`config.mk`:
```
export PLATFORM = sky130hd
export DESIGN_NAME = req_ack_port_flat
export DESIGN_NICKNAME = d
export VERILOG_FILES = /design/src/source/soc_cfg_pkg.sv /design/src/source/mem_bus_pkg.sv /design/src/source/mem_port_if.sv /design/src/source/req_ack_port.sv /design/src/flat_wrapper.sv
export SDC_FILE = /design/constraint.sdc
export NUM_CORES = 1
export LEC_CHECK = 0
export ABC_AREA = 1
export BUFFER_PORTS_ARGS = -buffer_cell sky130_fd_sc_hd__buf_4
export CORE_UTILIZATION = 41
export CTS_CLUSTER_DIAMETER = 60
export CTS_CLUSTER_SIZE = 20
export DETAILED_ROUTE_END_ITERATION = 6
export GPL_ROUTABILITY_DRIVEN = 0
export PLACE_DENSITY = 0.86
export SLEW_MARGIN = 20
export SYNTH_ARGS = -nofsm -noshare
export SYNTH_HDL_FRONTEND = slang
export SYNTH_SLANG_ARGS = --single-unit
```
`constraint.sdc`:
```
create_clock -name clk -period 2.35 [get_ports clk]
set_input_delay 0.47 -clock clk [delete_from_list [all_inputs] [get_ports clk]]
set_output_delay 0.47 -clock clk [all_outputs]
set_load 0.02 [all_outputs]
```
`src/source/soc_cfg_pkg.sv`:
```
package soc_cfg_pkg;

    ////////////////////////////////////////////////////////////
    // word geometry
    ////////////////////////////////////////////////////////////

    // bits per data word
    localparam int data_width = 32;

    // bits per byte lane
    localparam int byte_width = 8;

    // one write enable per byte lane
    localparam int mask_width = data_width / byte_width;

    ////////////////////////////////////////////////////////////
    // storage and timing
    ////////////////////////////////////////////////////////////

    // words held by the on-chip ram
    localparam int mem_depth  = 256;
    localparam int addr_width = $clog2(mem_depth);

    // req sample edge to ack rise edge, in clocks
    localparam int access_latency = 2;

endpackage
```
`src/source/mem_bus_pkg.sv`:
```
package mem_bus_pkg;

    import soc_cfg_pkg::*;

    ////////////////////////////////////////////////////////////
    // port payload types
    ////////////////////////////////////////////////////////////

    // one data word
    typedef logic [data_width-1:0] word_t;

    // byte write enables, bit i covers byte lane i
    typedef logic [mask_width-1:0] mask_t;

    // word address, not a byte address
    typedef logic [addr_width-1:0] addr_t;

    // request as latched by a port controller
    typedef struct packed {
        logic  we;
        addr_t addr;
        word_t wdata;
        mask_t wmask;
    } mem_req_t;

endpackage

```
`src/source/mem_port_if.sv`:
```
`timescale 1ns/1ps

interface mem_port_if;

    import mem_bus_pkg::*;

    // one-cycle access strobe
    logic  en;
    // write when set, read only otherwise
    logic  we;
    addr_t addr;
    word_t wdata;
    mask_t wmask;
    // registered old word, valid the edge after en
    word_t rdata;

    // port controller side
    modport ctrl (
        output en, we, addr, wdata, wmask,
        input  rdata
    );

    // ram side
    modport ram (
        input  en, we, addr, wdata, wmask,
        output rdata
    );

endinterface

```
`src/source/req_ack_port.sv`:
```
`timescale 1ns/1ps

module req_ack_port (
    input  logic               clk,
    input  logic               rst,
    input  logic               req,
    input  logic               we,
    input  mem_bus_pkg::addr_t addr,
    input  mem_bus_pkg::word_t wdata,
    input  mem_bus_pkg::mask_t wmask,
    output logic               ack,
    output mem_bus_pkg::word_t rdata,
    mem_port_if.ctrl           mem
);

    import mem_bus_pkg::*;

    typedef enum logic [1:0] {
        st_idle,
        st_access,
        st_hold
    } state_t;

    state_t   state;
    logic     en_q;
    logic     new_req;
    mem_req_t req_q;

    ////////////////////////////////////////////////////////////
    // request detect and payload latch
    ////////////////////////////////////////////////////////////

    // only a fresh req while idle with ack low starts an access
    assign new_req = (state == st_idle) && req && !ack;

    always_ff @(posedge clk) begin
        if (new_req) begin
            req_q.we    <= we;
            req_q.addr  <= addr;
            req_q.wdata <= wdata;
            req_q.wmask <= wmask;
        end
    end

    ////////////////////////////////////////////////////////////
    // handshake fsm
    ////////////////////////////////////////////////////////////

    // access spans two cycles
    // first with en high, second waits on the ram read register
    always_ff @(posedge clk) begin
        if (rst) begin
            state <= st_idle;
            en_q  <= 1'b0;
            ack   <= 1'b0;
        end else begin
            case (state)
                st_idle: begin
                    if (new_req) begin
                        state <= st_access;
                        en_q  <= 1'b1;
                    end
                end
                st_access: begin
                    if (en_q) begin
                        // ram does the access on this edge
                        en_q <= 1'b0;
                    end else begin
                        ack   <= 1'b1;
                        state <= st_hold;
                    end
                end
                st_hold: begin
                    // held req keeps ack up, no second access
                    if (!req) begin
                        ack   <= 1'b0;
                        state <= st_idle;
                    end
                end
                default: begin
                    state <= st_idle;
                    en_q  <= 1'b0;
                    ack   <= 1'b0;
                end
            endcase
        end
    end

    // read data capture, same edge that raises ack
    always_ff @(posedge clk) begin
        if (state == st_access && !en_q) begin
            rdata <= mem.rdata;
        end
    end

    ////////////////////////////////////////////////////////////
    // ram port drive
    ////////////////////////////////////////////////////////////

    assign mem.en    = en_q;
    assign mem.we    = req_q.we;
    assign mem.addr  = req_q.addr;
    assign mem.wdata = req_q.wdata;
    assign mem.wmask = req_q.wmask;

endmodule

```
`src/flat_wrapper.sv`:
```
// flat-port wrapper written by rule: the top's interface ports become plain ports
module req_ack_port_flat import mem_bus_pkg::*;
  (clk, rst, req, we, addr, wdata, wmask, ack, rdata, mem_en, mem_we, mem_addr, mem_wdata, mem_wmask, mem_rdata);
  mem_port_if mem_i ();
  input  logic clk;
  input  logic rst;
  input  logic req;
  input  logic we;
  input  mem_bus_pkg::addr_t addr;
  input  mem_bus_pkg::word_t wdata;
  input  mem_bus_pkg::mask_t wmask;
  output logic ack;
  output mem_bus_pkg::word_t rdata;
  output wire logic [$bits(mem_i.en)-1:0] mem_en;
  output wire logic [$bits(mem_i.we)-1:0] mem_we;
  output wire logic [$bits(mem_i.addr)-1:0] mem_addr;
  output wire logic [$bits(mem_i.wdata)-1:0] mem_wdata;
  output wire logic [$bits(mem_i.wmask)-1:0] mem_wmask;
  input wire logic [$bits(mem_i.rdata)-1:0] mem_rdata;
  assign mem_en = mem_i.en;
  assign mem_we = mem_i.we;
  assign mem_addr = mem_i.addr;
  assign mem_wdata = mem_i.wdata;
  assign mem_wmask = mem_i.wmask;
  assign mem_i.rdata = mem_rdata;
  req_ack_port u_core (.clk(clk), .rst(rst), .req(req), .we(we), .addr(addr), .wdata(wdata), .wmask(wmask), .ack(ack), .rdata(rdata), .mem(mem_i));
endmodule
```
# [After elaboration in Yosys (flattened, before gate mapping)]
# Index checks and enable logic that the tools add are counted.
[word_totals] in_bits=80 output_inout_bits=79 word_cells=33 register_bits=81
[classes] n_bitwise=2 reduce_logical=9 eq_ne=5 muxes=9
[op_table] op="$mux W2" count=3
[op_table] op="$pmux W2 S3" count=1
[op_table] op="$reduce_and A3 Y1" count=2
[op_table] op="$ne A2 B2 Y1 const B" count=2
[op_table] op="$logic_and A1 B1 Y1" count=3
[op_table] op="$mux W1" count=3
[op_table] op="$pmux W1 S3" count=1
[op_table] op="$eq A2 B1 Y1 const B" count=1
[op_table] op="$eq A2 B2 Y1 const B" count=1
[op_table] op="$logic_not A1 Y1" count=2
[op_table] op="$logic_not A2 Y1" count=1
[op_table] op="$ne A2 B1 Y1 const B" count=1
[op_table] op="$not A1 Y1" count=2
[op_table] op="$pmux W1 S2" count=1
[op_table] op="$reduce_and A2 Y1" count=1

# [Depth between registers and ports, before layout]
# Gate-level depths: netlist (run 1).
[logic_depth] ltp_word=5 ltp_mapped=5 mapped_depth_nobuf=5

# [Worst setup path before layout (run 1)]
# No wires, ideal clock.
[synth_timing] path_kind="input port to flip-flop" start="in req" end="reg u_core.mem.addr[0] (netlist name)" arrival_time_ns=1.534 setup_slack_ns=0.416 n_path_buf=0 setup_ns=0.399 required_ns=1.951 stages=4 path_cell_list="inv_1 -> nor2_1 -> nand2_1 -> inv_1"
[synth_between] elab_chain_cells=2
[synth_rtl] element="from (decl)" line="flat_wrapper.sv:7" rtl="input logic req;"
[synth_rtl] element="$logic_and A1 B1 Y1 (2 in series)" line="req_ack_port.sv:34" rtl="assign new_req = (state == st_idle) && req && !ack;"
[synth_rtl] element="named net u_core.new_req" line="req_ack_port.sv:26" rtl="logic new_req;"
# The timed path passes the listed nets, and every way through them passes these cells.
# A chain may end at the register's enable or synchronous reset.

# [Final worst setup path (run 1)]
[layout_timing] start="reg u_core.state[0]" end="reg u_core.rdata[22] (enable)"
[layout_between] elab_chain_cells=2
[layout_rtl] element="from (decl)" line="req_ack_port.sv:24" rtl="state_t state;"
[layout_rtl] element="from (signal assigned)" line="req_ack_port.sv:53" rtl="state <= st_idle;"
[layout_rtl] element="from (signal assigned)" line="req_ack_port.sv:60" rtl="state <= st_access;"
[layout_rtl] element="from (signal assigned)" line="req_ack_port.sv:70" rtl="state <= st_hold;"
[layout_rtl] element="$eq A2 B1 Y1" line="req_ack_port.sv:91" rtl="if (state == st_access && !en_q) begin"
[layout_rtl] element="$logic_and A1 B1 Y1" line="req_ack_port.sv:91"
[layout_rtl] element="to (signal assigned)" line="req_ack_port.sv:92" rtl="rdata <= mem.rdata;"
[layout_rtl] element="to (decl)" line="req_ack_port.sv:12" rtl="output mem_bus_pkg::word_t rdata,"
# Every way passes these cells.

==> results of run 1 <==
## logic make-up (layout without fill, tap and decap cells)
kind of cell | Yosys count | after routing | synth area share [%]
flip-flops | 81 | 81 | 95.8
AND/OR/NAND/NOR | 10 | 10 | 1.90
AO/OA/AOI/OAI | 5 | 5 | 1.70
buffers and inverters | 4 | 180 | 0.601
## critical path, cell delays in order, from the launching register on
cell and delay (ns):
dfxtp_1 0.34, inv_2 0.07, nand3_1 0.13, nand3_2 0.13
inv_1 0.07, buf_4 0.35
## through the flow
step                instance area, µm²  utilization, %  hold WS (ns)  worst slack [ns]  std cells
detailed placement                3800            64.6         0.506             0.712        335
floorplan                         2500               -         0.528             0.416        100
global placement                  3800            64.6         0.477             0.766        335
global route                      3990            67.8         0.282             0.811        351
CTS                               3990            67.8         0.289             0.901        351
finish                            3990            67.8         0.308             0.917        351
## cell type report
type                    instances  area, µm²  share of cell area (%)
clock buffers                  11        131                    3.29
clock inverters                 5       55.1                    1.38
inverters                       4       15.0                   0.376
multi-input cells              15       90.1                    2.26
flip-flops and latches         81       2390                    59.9
well taps                      75       93.8                    2.35
repair buffers                160       1210                    30.4
## cell usage in the layout (no fill, tap or decap), types with 2 or more instances in the layout
master / Yosys / routed
nand2_1: 5 / 5
nor2_1: 2 / 2
buf_4: 0 / 159
edfxtp_1: 77 / 77
a21oi_1: 3 / 3
clkbuf_8: 0 / 9
dfxtp_1: 4 / 4
inv_1: 3 / 2
clkbuf_1: 0 / 2
clkinv_1: 0 / 2
## flip-flops by register name (all words and copies together), names as in the netlist
| register | flops |
|---|---|
| u_core.state | 2 |
| u_core.ack | 1 |
| u_core.mem.wdata | 32 |
| u_core.mem.we | 1 |
| u_core.mem.addr | 8 |
| u_core.mem.wmask | 4 |
| u_core.rdata | 32 |
| u_core.mem.en | 1 |
## path summary, 6_finish.rpt
kind | from | end | slack [ns] | cells past startpoint
max | u_core.state[0] | u_core.rdata[22] | 0.92 | 5
min reg2reg | u_core.ack | u_core.ack | 0.52 | 2
max reg2reg | u_core.state[0] | u_core.rdata[22] | 0.92 | 5
min | wdata[15] | u_core.mem.wdata[15] | 0.31 | 1
## where the power goes
| group | internal [mW] | switching, mW | leakage (nW) |
|---|---|---|---|
| clock network | 0.490 | 0.457 | 0.0914 |
| logic | 0.174 | 0.174 | 0.823 |
| registers | 1.67 | 0.0253 | 0.754 |
| total | 2.33 | 0.656 | 1.67 |
## layer usage
layer / share of wire, % / routed length (µm) / vias to the layer above
li1: - / - / 727
met4: 1.3 / 71 / 0
met1: 37 / 2030 / 736
met5: 0 / 0 / -
met3: 10 / 565 / 6
met2: 52 / 2880 / 111
==> out/summary.txt, run 1 <==
CTS Hold Bufs: 0
routing usage on met1: 18.7%
final net count: 351
Post-Syn Area: 2500 µm²
Inserted Clock Buffers: 9
Area contributors post-synth: edfxtp_1 (93%), dfxtp_1 (3.2%), nand2_1 (0.75%)
share of layout cells above drive strength 1: 64.5%
status: completed
met3 usage: 6.40%
H-tree depth: 3
Port Buffers: 158
Skew-Pair Late Insertion Delay: 0.33 ns
Yosys top cell area share: 92.6%
routed vias: 1580
CP Capture Type: register
IO Count: 159
yosys warns: 0
Pins Over Slew Limit: 0
synth cell count leaders: edfxtp_1 (77), nand2_1 (5), dfxtp_1 (4)
die width: 80.0 µm
vias per inst: 4.50
M2 GR Usage: 29.1%
Max Cap Viol: 0
largest net degree at the start of global routing: 46
Max VDD drop: 0.000474 V
CTS Root Cell: clkbuf_8
fmax: 0.698 GHz
CTS Buffer Depth: 2
CP Class: register to register
routed wire length: 5540 µm
initial core utilization: 42.4%
RSZ-0062 raised after global routing: false
CTS clock-pin slew for the worst setup and hold paths: 0.08 ns
total die area: 6410 µm²
first-iteration detailed-routing DRC count: 82
count leader, synth: edfxtp_1
CP max FO: 32
ys async rst share: 0%
Lkg Pwr: 1.67 nW
Rows: 28
Worst Tran Pin Value: 0.383 ns
Total Negative Setup Slacks: 0 ns
CORE AREA: 5890 µm²
Final Hold Viols: 0
Rel. slew slack: 74.4%
Syn Nets: 180
CTS resizes: 0
P&R area growth vs syn: 59.8%
Ant. Diodes: 0
GRT Max-Usage Layer: met2
initial antenna violation count: 0
fillers: 393
WL/cell: 15.8 µm
cell taking the most area after synthesis: edfxtp_1
Cells after Synth: 100
Final Power: 2.99 mW
GRT Overall Usage: 17.2%
final setup vio count: 0
Routed Antenna Nets: 0
Startpoint Class: register
Die Y: 80.0 µm
postcts setup bufs: 0
Seq/Total Area, Yosys: 95.8%
Hold Path Class: input port to register
TritonRoute pass-1 iters: 4
number of global-route vias before repair: 1515
fin crit period: 1.43 ns
number of synthesized flops with an enable pin: 77
Worst Path Required: 2.34 ns
synthesized area per cell: 25.0 µm²
CTS tree: done
post-route clock period utilization: 61.0%
Most used DFF post-synth: edfxtp_1
Data arrival, critical path: 1.42 ns
first-pass GRT wire length: 7560 µm
Distinct cells, synth: 12
total gr overflow: 0
Pwr Density: 749 nW/µm²
Num Clock Sinks: 81
DRC violations left: 0
Setup Skew: 0.00993 ns
dpl hpwl: 4280 µm
Seq cells post-synth: 81
No activity file was read; power rests on OpenSTA's default activity.
==> run 2, diff against run 1 <==
--- a/config.mk
+++ b/config.mk
@@ -5,14 +5,14 @@
 export SDC_FILE = /design/constraint.sdc
 export NUM_CORES = 1
 export LEC_CHECK = 0
-export ABC_AREA = 1
+export ABC_AREA = 0
 export BUFFER_PORTS_ARGS = -buffer_cell sky130_fd_sc_hd__buf_4
-export CORE_UTILIZATION = 41
+export CORE_UTILIZATION = 37
 export CTS_CLUSTER_DIAMETER = 60
 export CTS_CLUSTER_SIZE = 20
 export DETAILED_ROUTE_END_ITERATION = 6
 export GPL_ROUTABILITY_DRIVEN = 0
-export PLACE_DENSITY = 0.86
+export PLACE_DENSITY = 0.82
 export SLEW_MARGIN = 20
 export SYNTH_ARGS = -nofsm -noshare
 export SYNTH_HDL_FRONTEND = slang
==> constraint.sdc (replaced) <==
create_clock -name clk -period 1.2 [get_ports clk]
set_input_delay 0.24 -clock clk [delete_from_list [all_inputs] [get_ports clk]]
set_output_delay 0.24 -clock clk [all_outputs]
set_load 0.02 [all_outputs]
==> run 2 against run 1 <==
- cell area rose by 1.8%
- register-to-register slack got worse by 0.90 ns
- largest cell class unchanged
- sequential power rose by 100%
- worst hold slack got worse by 0.24 ns
- flip-flop and latch count did not move
- highest routed layer unchanged
- global-route usage fell by 1.7 points
- clock power rose by 96%
- via count fell by 0.63%
- first-iteration DRC count fell by 16%
- wire length fell by 3.0%
==> out/summary.txt, run 2 <==
CP max FO: 16
first-iteration detailed-routing DRC count: 69
TritonRoute pass-1 iters: 6
Lkg Pwr: 1.68 nW
GRT Max-Usage Layer: met2
die width: 83.7 µm
Cells after Synth: 97
switch share: 23.5%
cell taking the most area after synthesis: edfxtp_1
commonest cells after routing, fill and taps aside: buf_4 (162), edfxtp_1 (77), clkbuf_8 (9)
Startpoint Class: register
fmax: 0.842 GHz
synthesized area per cell: 25.5 µm²
ys async rst share: 0%
CP Class: register to register
total die area: 7010 µm²
Routed Antenna Nets: 0
R2R setup slack: 0.01 ns
routed wire length: 5380 µm
Hold Slack: 0.0669 ns
Die Y: 83.7 µm
P&R area growth vs syn: 64.5%
H-tree depth: 3
Internal: 4.83 mW
fin crit period: 1.19 ns
met3 usage: 9.30%
Rel. slew slack: 89.8%
Pwr Density: 1550 nW/µm²
yosys warns: 0
dpl cells: 338
post-route clock period utilization: 99.0%
vias per inst: 4.42
switching power: 1.48 mW
Post-Syn Area: 2470 µm²
Ant. Diodes: 0
Final Hold Viols: 0
CTS Hold Bufs: 0
largest net degree at the start of global routing: 33
CORE AREA: 6390 µm²
Inserted Clock Buffers: 9
Clock Power Share: 29.5%
CTS Root Cell: clkbuf_8
Yosys top cell area share: 93.6%
M2 GR Usage: 24.7%
WL/cell: 15.1 µm
DRC violations left: 0
count leader, synth: edfxtp_1
final net count: 353
Worst Tran Pin Value: 0.152 ns
dpl hpwl: 4080 µm
Max VDD drop: 0.000855 V
IO Count: 159
Data arrival, critical path: 1.24 ns
routing usage on met1: 14.1%
status: completed
number of global-route vias before repair: 1643
Port Buffers: 158
Register-to-Register Path Depth: 4
number of synthesized flops with an enable pin: 77
share of layout cells above drive strength 1: 67.6%
commonest non-fill, non-tap cell in the layout: buf_4
Area contributors post-synth: edfxtp_1 (94%), dfxtp_1 (3.2%), a21oi_1 (0.61%)
initial core utilization: 38.7%
Worst Path Required: 1.25 ns
CTS tree: done
hold path depth: 1
synth cell count leaders: edfxtp_1 (77), dfxtp_1 (4), a21oi_1 (3), nor2_1 (3)
RSZ-0062 raised after global routing: true
fin cells: 355
Setup Skew: 0.0111 ns
Hold Path Class: input port to register
logic gate share of total power: 15.9%
CTS Buffer Depth: 2
final setup vio count: 0
Rows: 29
Max Cap Viol: 0
Seq cells post-synth: 81
total gr overflow: 0
Skew-Pair Late Insertion Delay: 0.34 ns
Seq/Total Area, Yosys: 96.8%
GRT Overall Usage: 15.5%
initial antenna violation count: 0
Distinct cells, synth: 11
Regs by FF count: u_core.mem.wdata x32, u_core.rdata x32, u_core.mem.addr x8
Syn Nets: 177
Num Clock Sinks: 81
CP Capture Type: register
CTS clock-pin slew for the worst setup and hold paths: 0.08 ns
Pins Over Slew Limit: 0
routed vias: 1570
first-pass GRT wire length: 7730 µm
sequential power share: 54.6%
Most used DFF post-synth: edfxtp_1
## run 2: cell count changes after synthesis, sizes merged
cell,change
nor2b,+1
a22oi,+1
nor3,+2
o21bai,-1
inv,-2
nand3,-2
o21ai,+1
and2,+1
a21oi,-1
nand2,-3
## run 2: layout make-up
class / instances / area, µm²
Clock buffer: 12 / 135
Clock inverter: 4 / 53.8
Fill cell: 464 / 2320
Inverter: 2 / 11.3
Multi-Input combinational cell: 14 / 86.3
Sequential cell: 81 / 2400
Tap cell: 77 / 96.3
Timing Repair Buffer: 165 / 1280
## run 2: path summary, 6_finish.rpt
check                  start                    to
max          u_core.state[1]      u_core.rdata[21]
min reg2reg  u_core.state[1]       u_core.state[0]
min                wdata[10]  u_core.mem.wdata[10]
max reg2reg  u_core.state[1]      u_core.rdata[21]
## run 2: cell families after synthesis
kind of cell	after synthesis	share of synthesized area, %
AOI/OAI and AO/OA	5	1.11
DFF	81	96.8
buffers and inverters	2	0.304
and+or+nand+nor	9	1.77
## run 2: what timing repair did
item,CTS,global route
resized for setup,0,5
endpoints found under the setup margin,0,61
setup buffers,0,0
## run 2: through the flow
stage | setup TNS (ns) | area [µm²] | utilization [%] | worst slack [ns] | total power [mW]
final | 0 | 4060 | 63.6 | 0.0124 | 6.31
after global routing | -0.824 | 4060 | 63.6 | -0.0443 | 6.56
after floorplan | -8.63 | 2480 | - | -0.180 | 3.89
after CTS | 0 | 4030 | 63.0 | 0.0163 | 6.36
after global placement | 0 | 3840 | 60.1 | 0.0151 | 4.47
after detailed placement | 0 | 3840 | 60.1 | 0.00269 | 4.49
## run 2: metal layers
| metal | up-vias | routed length [µm] |
|---|---|---|
| li1 | 738 | - |
| met5 | - | 0 |
| met2 | 126 | 2610 |
| met4 | 0 | 204 |
| met1 | 689 | 1740 |
| met3 | 17 | 821 |
## run 2: power by group through the flow
stage                     registers [mW]  clock network (mW)  logic (mW)
after floorplan                     3.77                   0       0.120
after global placement              3.50                   0       0.970
after detailed placement            3.51                   0       0.988
after CTS                           3.45                1.92       0.989
after global routing                3.47                2.04        1.06
final                               3.45                1.86        1.00
## run 2: worst max-delay path: stages, from the launching register on
cell	delay (ns)
dfxtp_2	0.35
nor2_2	0.13
nand2_2	0.09
clkinvlp_4	0.14
clkbuf_16	0.20
